--- config.mk ---
export PLATFORM = sky130hd
export DESIGN_NAME = sdp_rdma_ig
export DESIGN_NICKNAME = d
export VERILOG_FILES = /design/src/source/sdp_rdma_pkg.sv /design/src/source/sdp_rdma_cfg_decode.sv /design/src/source/sdp_rdma_cube_walk.sv /design/src/source/sdp_rdma_req_issue.sv /design/src/source/sdp_rdma_ig.sv
export SDC_FILE = /design/constraint.sdc
export NUM_CORES = 1
export LEC_CHECK = 0
export BUFFER_PORTS_ARGS = -buffer_cell sky130_fd_sc_hd__buf_2
export CAP_MARGIN = 30
export CORE_ASPECT_RATIO = 0.7
export CORE_MARGIN = 5
export CORE_UTILIZATION = 35
export CTS_CLUSTER_DIAMETER = 40
export DETAILED_ROUTE_END_ITERATION = 8
export REMOVE_ABC_BUFFERS = 1
export SLEW_MARGIN = 30
export SYNTH_ARGS = -nofsm -noshare
export SYNTH_HDL_FRONTEND = slang
export SYNTH_HIERARCHICAL = 1
export SYNTH_SLANG_ARGS = --single-unit
export TNS_END_PERCENT = 30
--- constraint.sdc ---
create_clock -name nvdla_core_clk -period 12.2 [get_ports nvdla_core_clk]
set_input_delay 1.22 -clock nvdla_core_clk [delete_from_list [all_inputs] [get_ports nvdla_core_clk]]
set_output_delay 1.22 -clock nvdla_core_clk [all_outputs]
set_load 0.05 [all_outputs]
--- src/source/sdp_rdma_pkg.sv ---
/*
  shared widths, types and payload layouts for the sdp read dma ingress
  addresses and strides count 32-byte atoms, only the dma payload is in bytes
  request length fields hold the atom count minus one
*/
package sdp_rdma_pkg;

  // ====================================================================
  // widths
  // ====================================================================
  // one address unit is a 32-byte atom
  localparam int ATOM_SHIFT  = 5;
  localparam int ADDR_W      = 64;
  localparam int LINE_ADDR_W = ADDR_W - ATOM_SHIFT;
  localparam int STRIDE_W    = 27;
  localparam int DIM_W       = 13;
  localparam int SURF_CNT_W  = 9;
  localparam int LEN_W       = 15;
  localparam int STALL_W     = 32;

  // ====================================================================
  // plain vector types
  // ====================================================================
  typedef logic [DIM_W-1:0]       dim_t;
  typedef logic [SURF_CNT_W-1:0]  surf_cnt_t;
  // atoms per request, minus one
  typedef logic [LEN_W-1:0]       req_len_t;
  typedef logic [LINE_ADDR_W-1:0] line_addr_t;
  typedef logic [STRIDE_W-1:0]    stride_t;
  typedef logic [ADDR_W-1:0]      byte_addr_t;
  typedef logic [STALL_W-1:0]     stall_cnt_t;

  // ====================================================================
  // enums
  // ====================================================================
  typedef enum logic [1:0] {
    PREC_INT8  = 2'd0,
    PREC_INT16 = 2'd1,
    PREC_FP16  = 2'd2
  } proc_prec_e;

  typedef enum logic {
    WALK_IDLE = 1'b0,
    WALK_BUSY = 1'b1
  } walk_state_e;

  // ====================================================================
  // structs
  // ====================================================================
  // register block, held steady while a cube is walked
  typedef struct packed {
    logic        op_en;
    logic        perf_dma_en;
    proc_prec_e  proc_precision;
    // 0 = per kernel
    logic        data_mode;
    // 0 = 1 byte
    logic        data_size;
    // 2 = both
    logic [1:0]  data_use;
    dim_t        channel;
    dim_t        height;
    dim_t        width;
    logic [31:0] base_addr_high;
    stride_t     base_addr_low;
    stride_t     line_stride;
    stride_t     surface_stride;
  } rdma_cfg_t;

  // decoded cube shape
  typedef struct packed {
    req_len_t  req_len;
    surf_cnt_t last_surf;
    dim_t      last_line;
    logic      single_req;
  } cube_shape_t;

  // 79-bit read request, size above the byte address
  typedef struct packed {
    req_len_t   size;
    byte_addr_t addr;
  } dma_rd_req_t;

  // context queue entry, cube end on top
  typedef struct packed {
    logic     cube_end;
    req_len_t size;
  } cq_entry_t;

endpackage

--- src/source/sdp_rdma_cfg_decode.sv ---
/*
  combinational decode of the register block into the cube shape
  int16 with 1-byte data is not a legal setting, its length is undefined
  the clock input only samples the legality check
*/
`timescale 1ns/1ps

module sdp_rdma_cfg_decode (
  input  logic                      nvdla_core_clk,
  input  sdp_rdma_pkg::rdma_cfg_t   reg_cfg,
  output sdp_rdma_pkg::cube_shape_t shape
);

  // field decode
  logic cfg_proc_int8;
  logic cfg_proc_int16;
  logic cfg_size_1byte;
  logic cfg_use_both;
  logic cfg_per_kernel;
  logic cfg_1x1_pack;
  logic single_req;

  // atoms per element group, as a shift (m = 1, 2 or 4)
  logic [1:0] mul_shift;

  sdp_rdma_pkg::surf_cnt_t surf_cnt;
  sdp_rdma_pkg::dim_t      len_base;

  // one bit wider than the length field, n + 1 can reach 8192
  logic [sdp_rdma_pkg::LEN_W:0] len_plus1;
  logic [sdp_rdma_pkg::LEN_W:0] len_atoms;

  // ====================================================================
  // register fields
  // ====================================================================
  assign cfg_proc_int8  = (reg_cfg.proc_precision == sdp_rdma_pkg::PREC_INT8);
  assign cfg_proc_int16 = (reg_cfg.proc_precision == sdp_rdma_pkg::PREC_INT16);
  assign cfg_size_1byte = (reg_cfg.data_size == 1'b0);
  assign cfg_use_both   = (reg_cfg.data_use == 2'd2);
  assign cfg_per_kernel = (reg_cfg.data_mode == 1'b0);
  // 1x1 pack, whole cube is one straight run
  assign cfg_1x1_pack   = (reg_cfg.width == '0) && (reg_cfg.height == '0);
  assign single_req     = cfg_per_kernel || cfg_1x1_pack;

  // ====================================================================
  // surface count
  // ====================================================================
  // int8 packs 32 channels per atom, the others 16
  always_comb begin
    if (cfg_proc_int8) begin
      surf_cnt = {1'b0, reg_cfg.channel[12:5]};
    end else begin
      surf_cnt = reg_cfg.channel[12:4];
    end
  end

  // ====================================================================
  // length multiplier
  // ====================================================================
  always_comb begin
    if (cfg_proc_int8) begin
      if (cfg_use_both) begin
        // 2B or 4B per element
        mul_shift = cfg_size_1byte ? 2'd1 : 2'd2;
      end else begin
        mul_shift = cfg_size_1byte ? 2'd0 : 2'd1;
      end
    end else begin
      // int16 / fp16, data size does not change m
      mul_shift = cfg_use_both ? 2'd1 : 2'd0;
    end
  end

  // ====================================================================
  // request length, m x (n + 1) - 1
  // ====================================================================
  // straight run over surfaces, else one line of width
  assign len_base  = single_req ? {4'b0000, surf_cnt} : reg_cfg.width;
  assign len_plus1 = {{(sdp_rdma_pkg::LEN_W + 1 - sdp_rdma_pkg::DIM_W){1'b0}}, len_base}
                   + 1'b1;
  assign len_atoms = len_plus1 << mul_shift;

  assign shape.req_len    = sdp_rdma_pkg::req_len_t'(len_atoms - 1'b1);
  assign shape.last_surf  = surf_cnt;
  assign shape.last_line  = reg_cfg.height;
  assign shape.single_req = single_req;

  // ====================================================================
  // checks
  // ====================================================================
  // 1-byte data has no meaning for int16
  a_no_int16_1byte : assert property (
    @(posedge nvdla_core_clk)
    !(reg_cfg.op_en && cfg_proc_int16 && cfg_size_1byte)
  ) else $error("sdp rdma: 1-byte data size with int16 precision");

endmodule

--- src/source/sdp_rdma_cube_walk.sv ---
/*
  cube walker, lines advance first, then surfaces
  reg_cfg and shape must hold steady from op_load until the cube end accept
  one request outstanding at a time, steps only on cmd_accept
*/
`timescale 1ns/1ps

module sdp_rdma_cube_walk (
  input  logic                      nvdla_core_clk,
  input  logic                      nvdla_core_rstn,
  input  logic                      op_load,
  input  sdp_rdma_pkg::rdma_cfg_t   reg_cfg,
  input  sdp_rdma_pkg::cube_shape_t shape,
  input  logic                      cmd_accept,
  output logic                      busy,
  output sdp_rdma_pkg::line_addr_t  line_addr,
  output logic                      cube_end
);

  sdp_rdma_pkg::walk_state_e state;

  // position in the cube
  sdp_rdma_pkg::surf_cnt_t count_c;
  sdp_rdma_pkg::dim_t      count_h;

  // current line, and start of the current surface
  sdp_rdma_pkg::line_addr_t base_addr_line;
  sdp_rdma_pkg::line_addr_t base_addr_surf;
  sdp_rdma_pkg::line_addr_t cfg_base_addr;

  // next addresses with carry on top
  logic [sdp_rdma_pkg::LINE_ADDR_W:0] line_step;
  logic [sdp_rdma_pkg::LINE_ADDR_W:0] surf_step;

  logic is_last_h;
  logic is_last_c;
  logic is_surf_end;

  // ====================================================================
  // busy state
  // ====================================================================
  always_ff @(posedge nvdla_core_clk or negedge nvdla_core_rstn) begin
    if (!nvdla_core_rstn) begin
      state <= sdp_rdma_pkg::WALK_IDLE;
    end else if (op_load) begin
      state <= sdp_rdma_pkg::WALK_BUSY;
    end else if (cmd_accept && cube_end) begin
      // last line taken
      state <= sdp_rdma_pkg::WALK_IDLE;
    end
  end

  assign busy = (state == sdp_rdma_pkg::WALK_BUSY);

  // ====================================================================
  // cube shape
  // ====================================================================
  assign is_last_h   = (count_h == shape.last_line);
  assign is_last_c   = (count_c == shape.last_surf);
  // single request covers the whole cube at once
  assign is_surf_end = shape.single_req || is_last_h;
  assign cube_end    = shape.single_req || (is_surf_end && is_last_c);

  // channel surfaces
  always_ff @(posedge nvdla_core_clk or negedge nvdla_core_rstn) begin
    if (!nvdla_core_rstn) begin
      count_c <= '0;
    end else if (op_load) begin
      count_c <= '0;
    end else if (cmd_accept) begin
      if (cube_end) begin
        count_c <= '0;
      end else if (is_surf_end) begin
        count_c <= count_c + 1'b1;
      end
    end
  end

  // lines within a surface
  always_ff @(posedge nvdla_core_clk or negedge nvdla_core_rstn) begin
    if (!nvdla_core_rstn) begin
      count_h <= '0;
    end else if (op_load) begin
      count_h <= '0;
    end else if (cmd_accept) begin
      if (is_surf_end) begin
        count_h <= '0;
      end else begin
        count_h <= count_h + 1'b1;
      end
    end
  end

  // ====================================================================
  // addresses
  // ====================================================================
  assign cfg_base_addr = {reg_cfg.base_addr_high, reg_cfg.base_addr_low};
  assign line_step     = {1'b0, base_addr_line} + reg_cfg.line_stride;
  assign surf_step     = {1'b0, base_addr_surf} + reg_cfg.surface_stride;

  always_ff @(posedge nvdla_core_clk or negedge nvdla_core_rstn) begin
    if (!nvdla_core_rstn) begin
      base_addr_line <= '0;
      base_addr_surf <= '0;
    end else if (op_load) begin
      base_addr_line <= cfg_base_addr;
      base_addr_surf <= cfg_base_addr;
    end else if (cmd_accept) begin
      if (is_surf_end) begin
        // jump to the next surface start
        base_addr_line <= surf_step[sdp_rdma_pkg::LINE_ADDR_W-1:0];
        base_addr_surf <= surf_step[sdp_rdma_pkg::LINE_ADDR_W-1:0];
      end else begin
        base_addr_line <= line_step[sdp_rdma_pkg::LINE_ADDR_W-1:0];
      end
    end
  end

  assign line_addr = base_addr_line;

  // ====================================================================
  // checks
  // ====================================================================
  a_no_end_when_idle : assert property (
    @(posedge nvdla_core_clk) disable iff (!nvdla_core_rstn)
    !(cmd_accept && cube_end && !busy)
  ) else $error("sdp rdma: cube end accepted with no operation running");

  // stepped address must stay inside the 64-bit space
  a_no_addr_carry : assert property (
    @(posedge nvdla_core_clk) disable iff (!nvdla_core_rstn)
    (cmd_accept && !cube_end) |->
      (is_surf_end ? !surf_step[sdp_rdma_pkg::LINE_ADDR_W]
                   : !line_step[sdp_rdma_pkg::LINE_ADDR_W])
  ) else $error("sdp rdma: address overflow while stepping");

endmodule

--- src/source/sdp_rdma_req_issue.sv ---
/*
  request issue, dma read and context queue move together
  each side is offered only while the other side is ready
  stall counter counts while op_en and perf_dma_en are both set
*/
`timescale 1ns/1ps

module sdp_rdma_req_issue (
  input  logic                      nvdla_core_clk,
  input  logic                      nvdla_core_rstn,
  input  logic                      op_load,
  input  logic                      busy,
  input  logic                      cube_end,
  input  sdp_rdma_pkg::line_addr_t  line_addr,
  input  sdp_rdma_pkg::req_len_t    req_len,
  input  sdp_rdma_pkg::rdma_cfg_t   reg_cfg,
  output sdp_rdma_pkg::dma_rd_req_t dma_rd_req_pd,
  output logic                      dma_rd_req_vld,
  input  logic                      dma_rd_req_rdy,
  output sdp_rdma_pkg::cq_entry_t   ig2cq_pd,
  output logic                      ig2cq_pvld,
  input  logic                      ig2cq_prdy,
  output logic                      cmd_accept,
  output sdp_rdma_pkg::stall_cnt_t  dp2reg_rdma_stall
);

  logic stall_cnt_en;
  logic stall_cnt_inc;

  sdp_rdma_pkg::stall_cnt_t stall_cnt;

  // ====================================================================
  // handshake
  // ====================================================================
  // dma offered only when cq has room, and the reverse
  assign dma_rd_req_vld = busy && ig2cq_prdy;
  assign ig2cq_pvld     = busy && dma_rd_req_rdy;
  assign cmd_accept     = dma_rd_req_vld && dma_rd_req_rdy;

  // ====================================================================
  // payloads
  // ====================================================================
  // atom address back to bytes
  assign dma_rd_req_pd.addr = {line_addr, {sdp_rdma_pkg::ATOM_SHIFT{1'b0}}};
  assign dma_rd_req_pd.size = req_len;

  // same length goes to the egress side
  assign ig2cq_pd.size      = req_len;
  assign ig2cq_pd.cube_end  = cube_end;

  // ====================================================================
  // dma stall counter
  // ====================================================================
  assign stall_cnt_en  = reg_cfg.op_en && reg_cfg.perf_dma_en;
  assign stall_cnt_inc = dma_rd_req_vld && !dma_rd_req_rdy;

  always_ff @(posedge nvdla_core_clk or negedge nvdla_core_rstn) begin
    if (!nvdla_core_rstn) begin
      stall_cnt <= '0;
    end else if (stall_cnt_en) begin
      // new operation starts from zero
      if (op_load) begin
        stall_cnt <= '0;
      end else if (stall_cnt_inc) begin
        stall_cnt <= stall_cnt + 1'b1;
      end
    end
  end

  assign dp2reg_rdma_stall = stall_cnt;

  // ====================================================================
  // checks
  // ====================================================================
  // a waiting request keeps its payload until both sides take it
  a_hold_payload : assert property (
    @(posedge nvdla_core_clk) disable iff (!nvdla_core_rstn)
    (busy && !cmd_accept && !op_load) |=>
      ($stable(dma_rd_req_pd) && $stable(ig2cq_pd))
  ) else $error("sdp rdma: request payload moved before it was accepted");

endmodule

--- src/source/sdp_rdma_ig.sv ---
/*
  sdp read dma ingress, one read request per cube line
  reg_cfg must hold steady while a cube is in progress
  outputs are combinational from state and the two ready inputs
*/
`timescale 1ns/1ps

module sdp_rdma_ig (
  input  logic                      nvdla_core_clk,
  input  logic                      nvdla_core_rstn,
  input  logic                      op_load,
  input  sdp_rdma_pkg::rdma_cfg_t   reg_cfg,
  // dma read request
  output sdp_rdma_pkg::dma_rd_req_t dma_rd_req_pd,
  output logic                      dma_rd_req_vld,
  input  logic                      dma_rd_req_rdy,
  // context queue
  output sdp_rdma_pkg::cq_entry_t   ig2cq_pd,
  output logic                      ig2cq_pvld,
  input  logic                      ig2cq_prdy,
  // perf
  output sdp_rdma_pkg::stall_cnt_t  dp2reg_rdma_stall
);

  sdp_rdma_pkg::cube_shape_t shape;
  sdp_rdma_pkg::line_addr_t  line_addr;

  logic busy;
  logic cube_end;
  logic cmd_accept;

  // ====================================================================
  // decode
  // ====================================================================
  sdp_rdma_cfg_decode u_decode (
    .nvdla_core_clk (nvdla_core_clk),
    .reg_cfg        (reg_cfg),
    .shape          (shape)
  );

  // ====================================================================
  // cube walk
  // ====================================================================
  sdp_rdma_cube_walk u_walk (
    .nvdla_core_clk  (nvdla_core_clk),
    .nvdla_core_rstn (nvdla_core_rstn),
    .op_load         (op_load),
    .reg_cfg         (reg_cfg),
    .shape           (shape),
    .cmd_accept      (cmd_accept),
    .busy            (busy),
    .line_addr       (line_addr),
    .cube_end        (cube_end)
  );

  // ====================================================================
  // request issue
  // ====================================================================
  sdp_rdma_req_issue u_issue (
    .nvdla_core_clk    (nvdla_core_clk),
    .nvdla_core_rstn   (nvdla_core_rstn),
    .op_load           (op_load),
    .busy              (busy),
    .cube_end          (cube_end),
    .line_addr         (line_addr),
    .req_len           (shape.req_len),
    .reg_cfg           (reg_cfg),
    .dma_rd_req_pd     (dma_rd_req_pd),
    .dma_rd_req_vld    (dma_rd_req_vld),
    .dma_rd_req_rdy    (dma_rd_req_rdy),
    .ig2cq_pd          (ig2cq_pd),
    .ig2cq_pvld        (ig2cq_pvld),
    .ig2cq_prdy        (ig2cq_prdy),
    .cmd_accept        (cmd_accept),
    .dp2reg_rdma_stall (dp2reg_rdma_stall)
  );

endmodule

**Word-level counts from Yosys, hierarchy flattened**

Cells that the tools add are included.

- Equality and inequality tests: 3
- Muxes and demuxes: 24
- Bitwise operators: 1
- Add/sub/neg operators: 7
- Reduce and logical (&&, ||, !) cells: 23
- Shift-type cells: 1

Operators with widths:

| kind | number |
|---|---|
| 59-bit 2-to-1 mux | 6 |
| 59-bit by 27-bit adder with 59-bit output | 2 |
| 32-bit 2-to-1 mux | 2 |
| 13-bit 2-to-1 mux | 4 |
| 9-bit 2-to-1 mux | 5 |
| 32-bit by 1-bit adder with 32-bit output (second input constant) | 1 |
| 13-bit zero test | 2 |
| 16-bit by 2-bit left shift with 15-bit output | 1 |
| 15-bit by 1-bit subtractor with 15-bit output (second input constant) | 1 |
| 13-bit by 1-bit adder with 14-bit output (second input constant) | 1 |
| 13-bit by 1-bit adder with 13-bit output (second input constant) | 1 |
| 13-bit equality test | 1 |
| 9-bit by 1-bit adder with 9-bit output (second input constant) | 1 |
| 9-bit equality test | 1 |
| 1-bit logical AND | 8 |
| 2-bit nonzero test | 4 |
| 2-bit 2-to-1 mux | 3 |
| 2-bit AND reduction | 3 |
| 1-bit 2-to-1 mux | 4 |
| 1-bit logical OR | 3 |
| 3-bit nonzero test | 1 |
| 2-bit equality test (second input constant) | 1 |
| 2-bit zero test | 1 |
| 1-bit zero test | 1 |
| 1-bit NOT | 1 |

- Output and inout port bits: 129
- Flip-flop bits (word level): 173
- Input bits: 165
- Word-level logic and storage cells: 65

**Longest topological paths before layout**

- Depth in word-level cells: 9
- Mapped depth: 22
- Gate-level depth less buffers: 17

**By module**

The synthesis kept the hierarchy.

Modules (own cells, without submodules):

| module | area an instance (µm²) | instances | sequential area each (µm²) | cells each |
|---|---|---|---|---|
| sdp_rdma_cube_walk | 11,712.5 | 1 | 3,528.4 | 1,445 |
| sdp_rdma_req_issue | 2,635.0 | 1 | 800.8 | 310 |
| sdp_rdma_cfg_decode | 1,863.0 | 1 | 0.0 | 286 |

**Worst setup path before layout**

Ideal clock, no wire load.

- Path type: input-to-output
- From: input reg_cfg[115] (netlist bit)
- To: output dma_rd_req_pd[78] (netlist bit)
- Buffers on the path: 4
- Data arrival time: 5.067 ns
- Stages: 21
- Setup slack: 5.913 ns
- Required time: 10.980 ns
- Path through: buf_2 > nor4_2 > and3_2 > a21oi_4 > inv_4 > buf_2 > nor2_1 > a31oi_1 > ha_1 > and4_1 > nand4_1 > a22oi_2 > a21oi_1 > a221o_1 > o31ai_2 > nand2_1 > or3_1 > buf_2 > nor3_2 > xnor2_1 > buf_4

RTL lines:

| item | line | text |
|---|---|---|
| start, declared | sdp_rdma_ig.sv:12 | `input sdp_rdma_pkg::rdma_cfg_t reg_cfg,` |
| end, declared | sdp_rdma_ig.sv:14 | `output sdp_rdma_pkg::dma_rd_req_t dma_rd_req_pd,` |

==> run summary <==
The run finished with clean final reports. The worst min-delay path startpoint is u_walk/line_addr[47]. Yosys attributes the largest share of cell area to dfrtp_1 27%, nand2_1 5.4%, buf_4 5.2%, xnor2_1 5.1%, ha_1 4.6%. The number of optimization iterations in the first detailed-route pass is 6.

The critical-path maximum fanout is 19. By startpoint and endpoint, the worst setup path is classified as input port to output port. A synthesized cell averages around 7.9 um^2.

After detailed routing, the number of vias per cell comes to slightly below 6. After Yosys synthesis, XOR and XNOR cells account for about 8.2% of the synthesized area. The sequential cell area fraction in the yosys report is a little over a quarter. The clock tree synthesis step divided the H-tree into 4 levels. After synthesis the netlist holds a flip-flop and latch count of between 150 and 200. The proportion of synthesized area in mux cells came out at between 3 and 4%.

The width of the die came out at 267.2 um. The CTS tree is yes. The cell count after synthesis came out at approximately 2000. The count of maximum capacitance violations is 0. The stage delay of the slowest cell on the critical path came out at around 520 ps. The HPWL reported at the end of detailed placement is 43990 um. The final wirelength came out at between 50000 and 60000 um. The routed wirelength normalized by instance count is about 21 um. The slowest stage of the critical path belongs to the cell or3_1. For this design, the CTS-stage hold fixing added 0 buffers. Setup violations remaining at the end of the flow were counted as 0. For the worst setup path, the data required time is 10980 ps. The routability congestion estimate came out at just over 0.9.

The worst-skew pair later-pin latency is 470 ps. The start of the worst register-to-register path is u_walk/base_addr_surf[0]. In this run the tightest slew margin relative to its limit is ~30%. STA classifies the critical path endpoint as an output port.

The maximum clock path buffer count came out at 2. The area share of the largest cell type after synthesis is between 20% and 30%. In this run the worst hold path is classified as flip-flop to flip-flop.

By count the netlist is led by 235 x nand2_1, 173 x dfrtp_1, 147 x a21oi_1. The combined area of all synthesized cells came out at roughly 0.016 mm^2. The DRC marker count from the first detailed-route iteration is just over 2000. The floorplan has between 60 and 70 rows. The number of placed instances, taps included came out at ~2700. The worst setup path is launched from an input port. The global-route wire length before repair is 90050 um. The finished layout holds about 2800 standard cells, fillers aside. During synthesis, Yosys emitted a total of 6 warnings. The share of the clock period used by the worst path is roughly three fifths.

The worst path arrival time is 6120 ps. The highest clock rate is about 140 MHz. After filler insertion, the fill cell instance count of the layout stands at 4774.

The worst-case IR drop observed on VDD is approximately 0.000094 V. The cell type contributing the most total cell area after synthesis is dfrtp_1. The initial antenna violation count came out at 6.

The number of port buffers is approximately 280. The worst register-to-register path ends at u_walk/line_addr[58]. The final global-route overflow total came out at 0. Traced cell by cell, the critical path runs through buf_2 -> nor4_1 -> and3_2 -> a21oi_4 -> inv_4 -> mux2_4 -> ha_1 -> and4_1 -> and3_1 -> a22oi_2 -> a21oi_1 -> a221o_1 -> o31ai_2 -> nand2_1 -> or3_1 -> nor3_2 -> xnor2_1 -> buf_2. The library cell used as clock root buffer is clkbuf_16. The via count of the first global-routing pass is about 15000. The number of DRC violations after detailed routing is 0. From bottom edge to top edge, the die measures between 150 and 200 um.

Summing over every cut layer, the via total after detailed routing is ~16000. The cell depth of the worst flop-to-flop path is 12. The number of CTS-inserted buffers came out at 17. The end point of the worst hold path is u_walk/line_addr[47]. The clock slew at the register clock pins of the worst setup and hold paths came out at 70 ps. The core footprint is between 0.04 and 0.05 mm^2.

Setup repair after global routing left no endpoint under its margin. After Yosys synthesis, and, or, nand and nor cells account for 23.75% of the synthesized area. The boundary pin count is 294.

The number of distinct library cell variants in the gate-level netlist after synthesis is about 110. The count of cells resized by post-cts repair is 0. The minimum setup slack among reg-to-reg paths is 8060 ps.

The sum of buffers and inverters on the critical path came out at 3. The number of sinks handled by clock tree synthesis came out at about 170. The final critical delay including setup and external delays came out at between 7000 and 8000 ps. In the final layout, the share of cells above drive strength 1 is 19.03%.

After synthesis, the share of flip-flops with an asynchronous set or reset is between 90% and 100%. The combinational family with the most area after synthesis is compound AO/OA/AOI/OAI gates. The number of enable flip-flop cells after synthesis came out at 0. The number of setup buffers added after CTS came out at 0. The number of hold violations in the final report came out at 0. The post-route total power came out at just over 0.002 W. The signed area change from the synthesized netlist to the final layout came out at 10.40%.

The number of pins with negative max-slew slack in the final report came out at 0. In this run the number of cells on the critical path is 18. The overall fraction of global-route tracks in use is 22.56%. The leakage power of the design came out at roughly 7.5 nW. Power spread over the standard cell area amounts to around 120 mW/mm^2. In this design, the largest share of critical-path delay is due to simple AND/OR/NAND/NOR gates. The dominant cell by count in the synthesized netlist is nand2_1.

In this run the remaining antenna-violating nets after routing total 0. The final layout net count came out at around 2400. The adder-cell share of the synthesized area came out at roughly 4.9%.

Counting instances, the worst hold path has a depth of 1. In this design, the critical path's most frequently occurring cell is buf_2. The total negative setup slack came out at 0 ps.

The worst hold-check slack came out at ~560 ps. The top flip-flop cell by instance count after synthesis is dfrtp_1. The effective utilization at floorplan is about a third. At the pin with the least slew margin, the transition time is 1052 ps. The floorplan step defined a die boundary enclosing a little over 0.05 mm^2. The pin count of the biggest net entering global routing came out at 75. The setup clock skew after layout is ~18 ps. The post-synthesis compound-gate area fraction came out at 23.96%.
cell type report:
class | instances | area (um^2) | share of cell area [%]
diodes | 4 | 10.01 | 0.05593
multi-input cells | 1623 | 10540 | 58.87
flip-flops and latches | 173 | 4329 | 24.19
well taps | 612 | 765.7 | 4.279
inverters | 33 | 126.4 | 0.7061
clock buffers | 18 | 429.2 | 2.398
repair buffers | 299 | 1545 | 8.635
clock inverters | 14 | 155.1 | 0.8670
stage by stage:
stage	cell area, um^2	setup WS (ps)	util, %
2_1_floorplan	14940	4557	-
3_3_place_gp	17260	4992	37.40
3_5_place_dp	17270	4967	37.42
4_1_cts	17860	4937	38.69
5_1_grt	17890	4550	38.76
6_report	17900	4860	38.77
per-layer routing:
layer,routed length (um),track usage (%),up-vias
met4,976,4.469,2
met5,7,0,-
met1,27060,33.20,7837
li1,-,-,7611
met3,5264,4.486,63
met2,26180,34.48,744
worst register-to-register path, stage by stage (launching register included):
cell       delay (ps)
dfrtp_1           380
ha_1              190
inv_1              70
fa_1              200
nor2b_1            70
o2111ai_1         450
a21oi_1           200
o211ai_1          350
a31oi_2           270
o21bai_1          890
a21oi_1           390
and3_1            260
or3_1             300
where the power goes:
group	internal [W]	leakage, nW	switching (W)
sequential	0.000619	2.15	0.0000623
combinational	0.000257	5.05	0.000562
clock	0.000290	0.285	0.000283
cell usage in the layout (no fill, tap or decap), drive strengths merged, types with 8 or more instances in the layout:
cell type  instances
nor2             144
a211oi            30
or3               28
and4              11
a31oi             26
xor2              56
nand2            236
o211ai            27
nor4              28
mux2              14
o221ai             8
or4                9
nor3              47
dfrtp            173
o2111ai            9
o21a              17
a21oi            149
and2              19
nor2b             11
and3              44
nor3b              8
or2                9
clkbuf            19
inv               39
o21bai             9
a2111oi            9
a221oi            10
o22ai             12
xnor2             95
a21boi            11
nand2b            20
o31ai             22
ha                60
buf              298
a21o              27
nand3             86
o21ai            155
mux2i             44
nand4             46
logic make-up (layout without fill, tap and decap cells):
logic type | Yosys count | count (layout)
adder cells (fa/ha/maj) | 62 | 62
XOR/XNOR | 151 | 151
multiplexers | 58 | 58
flip-flops | 173 | 173
other | 1 | 9
AND/OR/NAND/NOR | 765 | 765
AO/OA/AOI/OAI | 582 | 582
buffers and inverters | 249 | 364
flip-flops by register name (all words and copies together), names as in the netlist:
| signal | count |
|---|---|
| u_walk/busy | 1 |
| u_issue/dp2reg_rdma_stall | 32 |
| u_walk/base_addr_surf | 59 |
| u_walk/count_h | 13 |
| u_walk/line_addr | 59 |
| u_walk/count_c | 9 |
how the worst max path moves through the flow:
stage,startpoint,end,slack (ps)
after global placement,reg_cfg[127],ig2cq_pd[14],4990
after CTS,reg_cfg[135],ig2cq_pd[14],4940
after detailed placement,reg_cfg[135],ig2cq_pd[14],4970
after floorplan,reg_cfg[153],dma_rd_req_pd[76],4560
after global routing,reg_cfg[122],ig2cq_pd[14],4550
final,reg_cfg[135],ig2cq_pd[14],4860
Power figures use the tool's default switching activity.
